<file path="src/hdl/dma_pkg.sv">
// dma shared definitions
// bus widths, register map, constants and the struct types
// used by the register block and both OBI engines
package dma_pkg;

	localparam int addr_width      = 32;
	localparam int data_width      = 32;
	localparam int be_width        = 4;
	localparam int id_width        = 1; // transaction id
	localparam int reg_idx_width   = 10; // word index from addr[11:2]
	localparam int max_outstanding = 2; // per engine

	localparam logic [data_width-1:0] magic_value    = 32'h6943_4017;
	localparam logic [data_width-1:0] unmapped_value = 32'hdead_beef;
	localparam logic [data_width-1:0] len_reset      = 32'd4; // one word

	// register word indices
	localparam logic [reg_idx_width-1:0] reg_magic  = 10'd0;
	localparam logic [reg_idx_width-1:0] reg_read   = 10'd1; // wr starts read, rd newest word
	localparam logic [reg_idx_width-1:0] reg_data1  = 10'd2;
	localparam logic [reg_idx_width-1:0] reg_data2  = 10'd3;
	localparam logic [reg_idx_width-1:0] reg_length = 10'd4;
	localparam logic [reg_idx_width-1:0] reg_write  = 10'd5; // wr starts write
	localparam logic [reg_idx_width-1:0] reg_wdata  = 10'd6; // wr pushes word, rd status

	////////////////////////////////////////////////////////////////////
	// bus and command types
	////////////////////////////////////////////////////////////////////

	typedef struct packed {
		logic                  req;
		logic [addr_width-1:0] addr;
		logic                  we;
		logic [data_width-1:0] wdata;
		logic [id_width-1:0]   aid;
	} sbr_req_t;

	typedef struct packed {
		logic                  gnt;
		logic                  rvalid;
		logic [data_width-1:0] rdata;
		logic [id_width-1:0]   rid;
	} sbr_rsp_t;

	typedef struct packed {
		logic                  req;
		logic [addr_width-1:0] addr;
		logic                  we;
		logic [be_width-1:0]   be;
		logic [data_width-1:0] wdata;
	} mgr_req_t;

	typedef struct packed {
		logic                  gnt;
		logic                  rvalid;
		logic [data_width-1:0] rdata;
	} mgr_rsp_t;

	typedef struct packed {
		logic                  valid;
		logic [addr_width-1:0] addr; // byte address
		logic [data_width-1:0] len; // byte length
	} dma_cmd_t;

	typedef struct packed {
		logic                  valid;
		logic [data_width-1:0] data;
	} stream_word_t;

	typedef struct packed {
		logic read_idle;
		logic data_ready;
		logic cmd_ready;
	} status_t;

endpackage

</file>
<file path="src/hdl/dma_regs.sv">
// dma register block
// decodes software accesses, holds length and read history,
// answers one cycle after acceptance and pulses engine commands
`timescale 1ns/1ps

module dma_regs (
	input  logic                  clk_i,
	input  logic                  rst_ni,
	input  dma_pkg::sbr_req_t     sbr_req_i,
	output dma_pkg::sbr_rsp_t     sbr_rsp_o,
	output dma_pkg::dma_cmd_t     rd_cmd_o,
	input  dma_pkg::stream_word_t rd_stream_i,
	input  logic                  rd_idle_i,
	output dma_pkg::dma_cmd_t     wr_cmd_o,
	output dma_pkg::stream_word_t wr_word_o,
	input  logic [1:0]            wr_status_i // {data_ready, cmd_ready}
);

	logic                                 accept;
	logic                                 wr_acc; // accepted write
	logic [dma_pkg::reg_idx_width-1:0]    req_idx;
	logic [dma_pkg::reg_idx_width-1:0]    rsp_idx;
	logic [dma_pkg::id_width-1:0]         rsp_id;
	logic                                 rsp_valid;
	logic [dma_pkg::data_width-1:0]       length_q;
	logic [dma_pkg::data_width-1:0]       wdata_q; // addr or data word
	logic [dma_pkg::data_width-1:0]       len_q;
	logic                                 rd_go_q, wr_go_q, word_go_q;
	logic [2:0][dma_pkg::data_width-1:0]  hist_q; // [0] newest
	logic [dma_pkg::data_width-1:0]       rdata;
	dma_pkg::status_t                     status;

	assign accept  = sbr_req_i.req; // always granted
	assign wr_acc  = accept & sbr_req_i.we;
	assign req_idx = sbr_req_i.addr[11:2];

	////////////////////////////////////////////////////////////////////
	// control state
	////////////////////////////////////////////////////////////////////
	always_ff @(posedge clk_i) begin
		if (!rst_ni) begin
			rsp_valid <= 1'b0;
			length_q  <= dma_pkg::len_reset;
			rd_go_q   <= 1'b0;
			wr_go_q   <= 1'b0;
			word_go_q <= 1'b0;
		end else begin
			rsp_valid <= accept;
			if (wr_acc && req_idx == dma_pkg::reg_length)
				length_q <= sbr_req_i.wdata;
			rd_go_q   <= wr_acc && req_idx == dma_pkg::reg_read;
			wr_go_q   <= wr_acc && req_idx == dma_pkg::reg_write && wr_status_i[0];
			word_go_q <= wr_acc && req_idx == dma_pkg::reg_wdata;
		end
	end

	// payload, captured at acceptance
	always_ff @(posedge clk_i) begin
		if (accept) begin
			rsp_idx <= req_idx;
			rsp_id  <= sbr_req_i.aid;
			wdata_q <= sbr_req_i.wdata;
			len_q   <= length_q;
		end
	end

	// stream history, every word shifts
	always_ff @(posedge clk_i) begin
		if (rd_stream_i.valid) begin
			hist_q[2] <= hist_q[1];
			hist_q[1] <= hist_q[0];
			hist_q[0] <= rd_stream_i.data;
		end
	end

	// engine pulses share the one payload register
	assign rd_cmd_o  = '{valid: rd_go_q, addr: wdata_q, len: len_q};
	assign wr_cmd_o  = '{valid: wr_go_q, addr: wdata_q, len: len_q};
	assign wr_word_o = '{valid: word_go_q, data: wdata_q};

	assign status = '{read_idle: rd_idle_i, data_ready: wr_status_i[1],
		cmd_ready: wr_status_i[0]};

	always_comb begin
		case (rsp_idx)
			dma_pkg::reg_magic:  rdata = dma_pkg::magic_value;
			dma_pkg::reg_read:   rdata = hist_q[0];
			dma_pkg::reg_data1:  rdata = hist_q[1];
			dma_pkg::reg_data2:  rdata = hist_q[2];
			dma_pkg::reg_length: rdata = length_q;
			dma_pkg::reg_wdata:  rdata = {29'h0, status};
			default:             rdata = dma_pkg::unmapped_value;
		endcase
	end

	assign sbr_rsp_o = '{gnt: 1'b1, rvalid: rsp_valid, rdata: rdata, rid: rsp_id};

	// a read only starts on an idle read engine
	a_rd_cmd_idle: assert property (@(posedge clk_i) disable iff (!rst_ni)
		rd_cmd_o.valid |-> rd_idle_i);

endmodule

</file>
<file path="src/hdl/obi_dma_top.sv">
// dma shell top
// register block plus one read and one write engine, each on its
// own OBI manager port
`timescale 1ns/1ps

module obi_dma_top (
	input  logic              clk_i,
	input  logic              rst_ni,
	input  dma_pkg::sbr_req_t sbr_req_i,
	output dma_pkg::sbr_rsp_t sbr_rsp_o,
	output dma_pkg::mgr_req_t rd_mgr_req_o,
	input  dma_pkg::mgr_rsp_t rd_mgr_rsp_i,
	output dma_pkg::mgr_req_t wr_mgr_req_o,
	input  dma_pkg::mgr_rsp_t wr_mgr_rsp_i
);

	dma_pkg::dma_cmd_t     rd_cmd, wr_cmd;
	dma_pkg::stream_word_t rd_stream, wr_word;
	logic                  rd_idle;
	logic [1:0]            wr_status; // {data_ready, cmd_ready}

	dma_regs i_regs (
		.clk_i       (clk_i),
		.rst_ni      (rst_ni),
		.sbr_req_i   (sbr_req_i),
		.sbr_rsp_o   (sbr_rsp_o),
		.rd_cmd_o    (rd_cmd),
		.rd_stream_i (rd_stream),
		.rd_idle_i   (rd_idle),
		.wr_cmd_o    (wr_cmd),
		.wr_word_o   (wr_word),
		.wr_status_i (wr_status)
	);

	obi_read_dma i_read_dma (
		.clk_i     (clk_i),
		.rst_ni    (rst_ni),
		.cmd_i     (rd_cmd),
		.idle_o    (rd_idle),
		.mgr_req_o (rd_mgr_req_o),
		.mgr_rsp_i (rd_mgr_rsp_i),
		.stream_o  (rd_stream)
	);

	obi_write_dma i_write_dma (
		.clk_i     (clk_i),
		.rst_ni    (rst_ni),
		.cmd_i     (wr_cmd),
		.word_i    (wr_word),
		.status_o  (wr_status),
		.mgr_req_o (wr_mgr_req_o),
		.mgr_rsp_i (wr_mgr_rsp_i)
	);

endmodule

</file>
<file path="src/hdl/obi_read_dma.sv">
// OBI read DMA engine
// issues aligned word reads over any byte range and realigns the
// returned bytes into a little-endian word stream starting at byte 0
`timescale 1ns/1ps

module obi_read_dma (
	input  logic                  clk_i,
	input  logic                  rst_ni,
	input  dma_pkg::dma_cmd_t     cmd_i,
	output logic                  idle_o,
	output dma_pkg::mgr_req_t     mgr_req_o,
	input  dma_pkg::mgr_rsp_t     mgr_rsp_i,
	output dma_pkg::stream_word_t stream_o
);

	logic        start, issue;
	logic        busy, first_flag, last_flag;
	logic [31:0] rd_addr, byte_cnt;
	logic [1:0]  addr_lsb, len_lsb;
	logic [1:0]  oust; // requests in flight
	logic [3:0]  in_sum, out_sum;
	logic        double_last; // extra flush word at the end
	logic [3:0]  last_be;
	logic [31:0] last_mask;
	logic        tag_first, tag_last;

	assign start = cmd_i.valid & idle_o;
	assign issue = mgr_req_o.req & mgr_rsp_i.gnt;
	assign last_flag = ({1'b0, byte_cnt} + {31'h0, rd_addr[1:0]}) <= 33'd4;

	////////////////////////////////////////////////////////////////////
	// address generation
	////////////////////////////////////////////////////////////////////
	always_ff @(posedge clk_i) begin
		if (!rst_ni) begin
			busy       <= 1'b0;
			first_flag <= 1'b0;
		end else if (start) begin
			busy       <= 1'b1;
			first_flag <= 1'b1;
		end else if (issue) begin
			first_flag <= 1'b0;
			if (last_flag)
				busy <= 1'b0; // range done
		end
	end

	always_ff @(posedge clk_i) begin
		if (start) begin
			rd_addr  <= cmd_i.addr;
			byte_cnt <= cmd_i.len;
			addr_lsb <= cmd_i.addr[1:0];
			len_lsb  <= cmd_i.len[1:0];
		end else if (issue && !last_flag) begin
			rd_addr  <= rd_addr + 32'd4; // lsb kept
			byte_cnt <= byte_cnt - 32'd4;
		end
	end

	// in and out word counts end in the same word, so one more out
	assign in_sum      = {2'b00, addr_lsb} + {2'b00, len_lsb} + 4'd3;
	assign out_sum     = {2'b00, len_lsb} + 4'd3;
	assign double_last = (addr_lsb != 2'd0) && (in_sum[3:2] == out_sum[3:2]);

	assign last_be   = (len_lsb == 2'd0) ? 4'b1111 : (4'b0001 << len_lsb) - 4'b0001;
	assign last_mask = {{8{last_be[3]}}, {8{last_be[2]}}, {8{last_be[1]}}, {8{last_be[0]}}};

	// throttle, req holds once raised since oust only drops
	assign mgr_req_o = '{req: busy && oust < dma_pkg::max_outstanding,
		addr: {rd_addr[31:2], 2'b00}, we: 1'b0, be: 4'hf, wdata: '0};

	always_ff @(posedge clk_i) begin
		if (!rst_ni)
			oust <= '0;
		else
			oust <= oust + {1'b0, issue} - {1'b0, mgr_rsp_i.rvalid};
	end

	read_tag_fifo i_tag_fifo (
		.clk_i   (clk_i),
		.rst_ni  (rst_ni),
		.push_i  (issue),
		.first_i (first_flag),
		.last_i  (last_flag),
		.pop_i   (mgr_rsp_i.rvalid),
		.first_o (tag_first),
		.last_o  (tag_last)
	);

	////////////////////////////////////////////////////////////////////
	// realignment datapath
	////////////////////////////////////////////////////////////////////
	logic [6:0][7:0] in_reg; // new word in [6:3], prev top bytes in [2:0]
	logic            v0, f0, l0;
	logic            flush_pend;
	logic            emit_win, win_last;
	logic [31:0]     window, flush_word;
	dma_pkg::stream_word_t stream_q;

	always_ff @(posedge clk_i) begin
		if (mgr_rsp_i.rvalid) begin
			in_reg[6:3] <= mgr_rsp_i.rdata;
			in_reg[2:0] <= in_reg[6:4];
			f0          <= tag_first;
			l0          <= tag_last;
		end
	end

	always_comb begin
		case (addr_lsb)
			2'd0: window = in_reg[6:3];
			2'd1: window = in_reg[3:0];
			2'd2: window = in_reg[4:1];
			default: window = in_reg[5:2];
		endcase
		case (addr_lsb)
			2'd1: flush_word = {8'h0, in_reg[6:4]};
			2'd2: flush_word = {16'h0, in_reg[6:5]};
			2'd3: flush_word = {24'h0, in_reg[6]};
			default: flush_word = '0; // aligned never flushes
		endcase
	end

	assign emit_win = v0 && !(f0 && addr_lsb != 2'd0); // drop first partial
	assign win_last = l0 && !double_last;

	always_ff @(posedge clk_i) begin
		if (!rst_ni) begin
			v0             <= 1'b0;
			flush_pend     <= 1'b0;
			stream_q.valid <= 1'b0;
		end else begin
			v0             <= mgr_rsp_i.rvalid;
			flush_pend     <= v0 && l0 && double_last;
			stream_q.valid <= emit_win || flush_pend;
		end
	end

	always_ff @(posedge clk_i) begin
		if (flush_pend)
			stream_q.data <= flush_word & last_mask;
		else if (emit_win)
			stream_q.data <= window & (win_last ? last_mask : 32'hffff_ffff);
	end

	assign stream_o = stream_q;
	assign idle_o   = !busy && oust == 2'd0 && !v0 && !flush_pend && !stream_q.valid;

	a_oust_limit: assert property (@(posedge clk_i) disable iff (!rst_ni)
		oust <= dma_pkg::max_outstanding);

	a_req_hold: assert property (@(posedge clk_i) disable iff (!rst_ni)
		mgr_req_o.req && !mgr_rsp_i.gnt |=> mgr_req_o.req && $stable(mgr_req_o.addr));

endmodule

</file>
<file path="src/hdl/obi_write_dma.sv">
// OBI write DMA engine
// takes byte-0 aligned input words and stores them at any byte
// address and length with first/last byte enables
`timescale 1ns/1ps

module obi_write_dma (
	input  logic                  clk_i,
	input  logic                  rst_ni,
	input  dma_pkg::dma_cmd_t     cmd_i,
	input  dma_pkg::stream_word_t word_i,
	output logic [1:0]            status_o, // {data_ready, cmd_ready}
	output dma_pkg::mgr_req_t     mgr_req_o,
	input  dma_pkg::mgr_rsp_t     mgr_rsp_i
);

	logic        start, issue;
	logic        cmd_ready, data_ready;
	logic        busy, take_word, need_flush;
	logic [32:0] out_span, in_span;
	logic [31:0] wr_cnt; // writes left
	logic [31:0] in_cnt; // input words left
	logic        ready_w; // datapath holds the next write
	logic        flush_q; // double-last write from held bytes
	logic        first_flag, last_flag;
	logic [31:0] wr_addr;
	logic [1:0]  addr_lsb, end_lsb;
	logic [3:0]  first_be, last_be, be;
	logic [1:0]  oust;

	assign start = cmd_i.valid & cmd_ready;
	assign issue = mgr_req_o.req & mgr_rsp_i.gnt;

	// word counts of the command
	assign out_span = {1'b0, cmd_i.len} + {31'h0, cmd_i.addr[1:0]} + 33'd3;
	assign in_span  = {1'b0, cmd_i.len} + 33'd3;
	assign end_lsb  = cmd_i.addr[1:0] + cmd_i.len[1:0];

	assign busy       = wr_cnt != '0;
	assign data_ready = busy && !ready_w && in_cnt != '0;
	assign take_word  = word_i.valid && data_ready; // lost otherwise
	assign need_flush = busy && !ready_w && in_cnt == '0;
	assign cmd_ready  = !busy && oust == 2'd0; // all writes answered
	assign status_o   = {data_ready, cmd_ready};

	////////////////////////////////////////////////////////////////////
	// control
	////////////////////////////////////////////////////////////////////
	always_ff @(posedge clk_i) begin
		if (!rst_ni) begin
			wr_cnt     <= '0;
			in_cnt     <= '0;
			ready_w    <= 1'b0;
			flush_q    <= 1'b0;
			first_flag <= 1'b0;
		end else if (start) begin
			wr_cnt     <= (cmd_i.len == '0) ? '0 : {1'b0, out_span[32:2]};
			in_cnt     <= {1'b0, in_span[32:2]};
			first_flag <= 1'b1;
		end else if (issue) begin
			ready_w    <= 1'b0;
			wr_cnt     <= wr_cnt - 32'd1;
			first_flag <= 1'b0;
		end else if (take_word) begin
			ready_w <= 1'b1;
			in_cnt  <= in_cnt - 32'd1;
			flush_q <= 1'b0;
		end else if (need_flush) begin
			ready_w <= 1'b1; // second last, no new word
			flush_q <= 1'b1;
		end
	end

	// byte enables and address, latched at the command
	always_ff @(posedge clk_i) begin
		if (start) begin
			wr_addr  <= {cmd_i.addr[31:2], 2'b00};
			addr_lsb <= cmd_i.addr[1:0];
			first_be <= 4'b1111 << cmd_i.addr[1:0];
			last_be  <= (end_lsb == 2'd0) ? 4'b1111 : (4'b0001 << end_lsb) - 4'b0001;
		end else if (issue) begin
			wr_addr <= wr_addr + 32'd4;
		end
	end

	assign last_flag = wr_cnt == 32'd1;
	assign be = (first_flag && last_flag) ? first_be & last_be :
		first_flag ? first_be :
		last_flag  ? last_be : 4'b1111;

	////////////////////////////////////////////////////////////////////
	// realignment datapath
	////////////////////////////////////////////////////////////////////
	logic [6:0][7:0] in_reg; // new word [6:3], prev top bytes [2:0]
	logic [31:0]     write_data;

	always_ff @(posedge clk_i) begin
		if (take_word) begin
			in_reg[6:3] <= word_i.data;
			in_reg[2:0] <= in_reg[6:4];
		end
	end

	always_comb begin
		if (flush_q) begin
			case (addr_lsb)
				2'd1: write_data = {24'h0, in_reg[6]};
				2'd2: write_data = {16'h0, in_reg[6:5]};
				default: write_data = {8'h0, in_reg[6:4]};
			endcase
		end else begin
			case (addr_lsb)
				2'd0: write_data = in_reg[6:3];
				2'd1: write_data = in_reg[5:2];
				2'd2: write_data = in_reg[4:1];
				default: write_data = in_reg[3:0];
			endcase
		end
	end

	assign mgr_req_o = '{req: ready_w && oust < dma_pkg::max_outstanding,
		addr: wr_addr, we: 1'b1, be: be, wdata: write_data};

	// writes in flight, throttle and completion
	always_ff @(posedge clk_i) begin
		if (!rst_ni)
			oust <= '0;
		else
			oust <= oust + {1'b0, issue} - {1'b0, mgr_rsp_i.rvalid};
	end

	a_be_nonzero: assert property (@(posedge clk_i) disable iff (!rst_ni)
		mgr_req_o.req |-> mgr_req_o.be != '0);

endmodule

</file>
<file path="src/hdl/read_tag_fifo.sv">
// read tag queue
// holds first/last flags of issued reads until their data returns
`timescale 1ns/1ps

module read_tag_fifo (
	input  logic clk_i,
	input  logic rst_ni,
	input  logic push_i,
	input  logic first_i,
	input  logic last_i,
	input  logic pop_i,
	output logic first_o,
	output logic last_o
);

	logic [2:0][1:0] mem_q; // {first, last}
	logic [1:0]      wr_ptr, rd_ptr;
	logic [1:0]      count;

	always_ff @(posedge clk_i) begin
		if (!rst_ni) begin
			wr_ptr <= '0;
			rd_ptr <= '0;
			count  <= '0;
		end else begin
			if (push_i)
				wr_ptr <= (wr_ptr == 2'd2) ? 2'd0 : wr_ptr + 2'd1; // wrap at 3
			if (pop_i)
				rd_ptr <= (rd_ptr == 2'd2) ? 2'd0 : rd_ptr + 2'd1;
			count <= count + {1'b0, push_i} - {1'b0, pop_i};
		end
	end

	always_ff @(posedge clk_i) begin
		if (push_i)
			mem_q[wr_ptr] <= {first_i, last_i};
	end

	assign {first_o, last_o} = mem_q[rd_ptr]; // head entry

	a_no_underflow_overflow: assert property (@(posedge clk_i) disable iff (!rst_ni)
		!(pop_i && count == 2'd0) && !(push_i && !pop_i && count == 2'd3));

endmodule

</file>
<file path="config.mk">
export PLATFORM = sky130hd
export DESIGN_NAME = obi_dma_top
export DESIGN_NICKNAME = d
export VERILOG_FILES = /design/src/hdl/dma_pkg.sv /design/src/hdl/dma_regs.sv /design/src/hdl/obi_dma_top.sv /design/src/hdl/obi_read_dma.sv /design/src/hdl/obi_write_dma.sv /design/src/hdl/read_tag_fifo.sv
export SDC_FILE = /design/constraint.sdc
export NUM_CORES = 1
export LEC_CHECK = 0
export ABC_CLOCK_PERIOD_IN_PS = 5560
export BUFFER_PORTS_ARGS = -buffer_cell sky130_fd_sc_hd__clkbuf_2
export CELL_PAD_IN_SITES_DETAIL_PLACEMENT = 0
export CELL_PAD_IN_SITES_GLOBAL_PLACEMENT = 1
export CORE_UTILIZATION = 42
export CTS_CLUSTER_DIAMETER = 60
export CTS_CLUSTER_SIZE = 30
export DETAILED_ROUTE_END_ITERATION = 10
export PLACE_DENSITY = 0.86
export RECOVER_POWER = 100
export SLEW_MARGIN = 5
export SYNTH_ARGS = -nofsm -noshare
export SYNTH_HDL_FRONTEND = slang
export SYNTH_SLANG_ARGS = --single-unit
</file>
<file path="constraint.sdc">
create_clock -name clk_i -period 5.56 [get_ports clk_i]
set_input_delay 1.112 -clock clk_i [delete_from_list [all_inputs] [get_ports clk_i]]
set_output_delay 1.112 -clock clk_i [all_outputs]
set_load 0.01 [all_outputs]
</file>
# After elaboration in Yosys (flattened, before gate mapping)
# Cells that the tools add are included.
# word_totals
ff_bits	549
latchBits	0
mem_bits_rw	0
romBits	0
in_bits	137
output_inout_bits	175
elab_cells	220
n_memories	0
# op_classes
add_sub_neg	21
multipliers	0
div_mod_pow	0
n_lt_le_gt_ge	6
eq_ne	19
n_shift	3
mux	43
n_bitwise	11
reduce_logical	61
# op_table
op	n
32-bit 2-to-1 mux	12
32-bit case mux with 3 select lines	2
32-bit case mux with 6 select lines	1
31-bit 2-to-1 mux	4
24-bit case mux with 3 select lines	1
32-bit by 2-bit adder with 33-bit output	2
32-bit by 3-bit adder with 32-bit output (second input constant)	2
32-bit logical NOT	2
32-bit nonzero test	2
32-bit by 1-bit subtractor with 32-bit output (second input constant)	2
10-bit by 3-bit == test with 1-bit output (second input constant)	5
24-bit case mux with 2 select lines	1
32-bit by 2-bit adder with 33-bit output (second input constant)	1
33-bit by 2-bit adder with 33-bit output (second input constant)	1
33-bit by 3-bit less-or-equal comparator with 1-bit output (second input constant)	1
24-bit by 32-bit bitwise AND with 32-bit output	1
32-bit bitwise AND	1
32-bit by 1-bit == test with 1-bit output (second input constant)	1
32-bit by 3-bit subtractor with 32-bit output (second input constant)	1
1-bit logical AND	25
10-bit by 1-bit == test with 1-bit output (second input constant)	2
10-bit by 2-bit == test with 1-bit output (second input constant)	2
4-bit 2-to-1 mux	4
2-bit nonzero test	8
33 further kinds	80

# Logic depth before layout (Yosys ltp)
# depth
ltp_word	10
mapped_depth	13

# Cells and area by module
# From an unflattened synthesis, not the netlist that was laid out.
# unflattened
cells_unflattened	2677
area_unflattened_um2	28848.9
# modules_own_cells
module	n_inst	cells_each	area_each_um2
obi_write_dma	1	1191	10398.7
obi_read_dma	1	838	9490.4
dma_regs	1	618	8554.5
read_tag_fifo	1	30	405.4

# Least setup slack after synthesis
# No wires, ideal clock.
# synth_path
path_kind	flip-flop to flip-flop
startpoint	reg i_read_dma.byte_cnt[0]
endpoint	reg i_read_dma.byte_cnt[10] (enable)
t_arrival_ns	4.931
slack_ns	0.144
stages_incl_launch_ff	11
path_buffers	0
cell_sequence	edfxtp_1 -> ha_1 -> inv_1 -> fa_1 -> nand3b_1 -> nor4_1 -> and3_1 -> o32ai_1 -> o211ai_1 -> nor4_1 -> o21ai_1
# synth_via
elab_chain_len	5
# synth_lines
item	line_no	source
start, declared	obi_read_dma.sv:18	logic [31:0] rd_addr, byte_cnt;
start signal, assigned	obi_read_dma.sv:51	byte_cnt <= cmd_i.len;
start signal, assigned	obi_read_dma.sv:56	byte_cnt <= byte_cnt - 32'd4;
32-bit by 2-bit adder with 33-bit output	obi_read_dma.sv:29	assign last_flag = ({1'b0, byte_cnt} + {31'h0, rd_addr[1:0]}) <= 33'd4;
33-bit by 3-bit less-or-equal comparator with 1-bit output	obi_read_dma.sv:29	
net i_read_dma.i_tag_fifo.last_i	read_tag_fifo.sv:10	input logic last_i,
1-bit logical NOT	obi_read_dma.sv:54	end else if (issue && !last_flag) begin
1-bit logical AND	obi_read_dma.sv:54	
2-bit nonzero test (no line)	-	
# The timed path passes the listed nets, and every way through them passes these cells.
# A chain may end at the register's enable or synchronous reset.

==> results.yml <==
power_and_ir_drop:
  power_switching_mw: 2.99
  p_clk_share_pct: 33.3
  vdd_drop_max_mv: 0.330
  p_sw_share_pct: 30.5
  seq_power_share_pct: 50.0
  p_leak_nw: 9.94
  intPower_mw: 6.81
  p_comb_share_pct: 16.7
  p_per_area_nw_per_um2: 327
timing:
  setup_viol: 0
  fmax_mhz: 194
  period_share_pct: 92.9
  fin_setup_tns_ns: 0
  rsz0062_at_grt: "no"
  max_slew_margin_pct: -192
  finalHoldViolCount: 0
  fin_crit_ns: 5.17
  tightestPinTransition_ns: 4.39
  skew_ns: 0.0326
  report.final.slew_viol_count: 549
cts:
  clk_pin_slew_ns: 0.10
  postCtsSetupBuffers: 0
  cts_tree: "built"
  cts_root_buffer: "clkbuf_16"
  clk_path_buf_depth: 3
  cts_max_level: 2
  cts_buffers: 41
  cts_resized: 0
  holdBufCountCts: 0
  clock_latency_ns: 0.61
  cts.sinks: 546
finish:
  syn_to_final_growth_pct: 9.18
  drive_above_1_share_pct: 7.72
  nNetsFinal: 2804
  antenna_cells: 0
  largest_reg_flops: 96
  instances_no_fill: 3525
worst_setup_path:
  r2r_slack_ns: 0.60
  cp-start-kind: "register"
  criticalPathCategory: "reg2out"
  cp.required_ns: 4.45
  path_max_fanout: 8
  crit_arrival_ns: 4.06
  endpoint_kind: "primary output"
floorplan:
  die_y_um: 258
  num_io_pins: 312
  coreArea_um2: 64600
  fp-row-count: 93
  start_util_pct: 42.6
  die-area_um2: 66500
  die_w_um: 258
logic_synthesis:
  async_reset_ff_share_pct: 0
  netlist_area_um2: 27500
  ys_seq_elements: 546
  synth_seq_area_share_pct: 55.4
  synth_area_per_cell_um2: 10.8
  yosys.area.top_type_share_pct: 47.0
  synth_area_leaders: "edfxtp_1, dfxtp_1, nand2_1"
  synthTopCellsByCount: "edfxtp_1, nand2_1, nor2_1"
  synth_warnings: 0
  synthCells: 2548
  yosysTopAreaCell: "edfxtp_1"
  synth_edf_count: 430
  synth_ff_type: "edfxtp_1"
  synth_cell_types: 82
  yosysMostFrequentCell: "edfxtp_1"
placed_design:
  gp_congestion: 0.916
  port_buffers: 214
  dp_hpwl_um: 56600
  post-place-cells: 3450
outcome:
  violations: "capacitance limit, slew limit"
  status: "complete, but fails checks"
routing:
  num_vias: 20700
  ant_nets: 0
  wl_per_cell_um: 22.1
  drt-initial-drc-count: 2403
  remaining_drc_errors: 0
  post_drt_via_cell_ratio: 5.87
  firstDrtPassIters: 11
  routed_wl_um: 78000
global_route:
  grt_max_degree: 86
  grt_pass1_vias: 19600
  gr-total-overflow: 0
  antenna_found_initial: 2
  grt_pass1_wl_um: 118000
  grt_usage_pct: 23.0
min_path:
  hold_path.class: "reg2reg"
job:
  drv_cap: 11
[power groups by stage]
stage / Sequential, mW / Clock, mW / Combinational, mW
CTS: 4.89 / 3.34 / 1.71
finish: 4.91 / 3.27 / 1.63
floorplan: 4.85 / 0 / 1.28
detailed placement: 4.98 / 0 / 1.70
global placement: 4.97 / 0 / 1.66
global route: 4.93 / 3.46 / 1.81
[routing by layer]
metal	vias to the layer above	GRT usage [%]	share of wire, %
met1	10100	32.0	43
met5	-	0	0.041
met3	139	2.67	7.5
met2	920	36.5	46
met4	4	9.27	4.0
li1	9530	-	-
[metrics by stage]
| step | setup slack, ns | hold slack [ns] | total power, mW | instance area, um^2 | util (%) |
|---|---|---|---|---|---|
| after CTS | 0.644 | 0.414 | 9.94 | 30300 | 47.0 |
| after global placement | 1.32 | 0.402 | 6.63 | 28900 | 44.7 |
| after global routing | 0.302 | 0.424 | 10.2 | 30000 | 46.5 |
| final | 0.392 | 0.414 | 9.80 | 30000 | 46.5 |
| after floorplan | 0.144 | 0.400 | 6.13 | 27600 | - |
| after detailed placement | 1.30 | 0.405 | 6.68 | 28900 | 44.7 |
[logic make-up after synthesis]
group	after synthesis	share of synthesized area, %
compound gates	546	12.6
xor+xnor	174	5.54
fa+ha+maj	29	1.40
buf+inv	301	5.19
flops	546	55.4
mux	72	4.12
other cells	2	0.0273
simple gates	878	15.7
[cell type report]
| cell class | count | area, um^2 |
|---|---|---|
| clock buffers | 45 | 1060 |
| clock inverters | 30 | 408 |
| fillers | 5987 | 34600 |
| inverters | 58 | 218 |
| multi-input cells | 1743 | 11000 |
| flip-flops and latches | 546 | 15200 |
| well taps | 855 | 1070 |
| repair buffers | 248 | 1050 |
[critical path: stages (launching register included)]
cell	delay, ns
dfxtp_1	0.38
nor4_1	0.74
nand4_1	0.52
o41ai_1	1.28
o41ai_1	0.34
clkbuf_1	0.22
[cells in the final DEF (no fill, tap or decap), drive strengths merged, types with 15 or more instances in the layout]
master  count
edfxtp    430
clkbuf    280
nand2     279
nor2      205
a21oi     175
o21ai     146
dfxtp     116
xor2       89
xnor2      85
inv        76
nor3       69
nand3      57
nor4       46
conb       44
nand4      41
a222oi     32
mux4       32
mux2i      30
o22ai      30
a22oi      28
and3       26
ha         26
or4        26
and2       23
nor2b      22
a221oi     22
a31oi      20
or3        17
nand2b     15
o211ai     15
[final timing paths]
| path | start | cells past startpoint | end |
|---|---|---|---|
| worst max-delay path | i_write_dma.wr_cnt[4] | 5 | sbr_rsp_o[2] |
| worst min-delay path | i_read_dma.stream_o[24] | 0 | i_regs.hist_q[24] |
| worst max register to register | i_read_dma.byte_cnt[0] | 11 | i_read_dma.rd_addr[16] |
| worst min register to register | i_read_dma.stream_o[24] | 0 | i_regs.hist_q[24] |
Note: power is estimated with default switching activity, not from simulation.
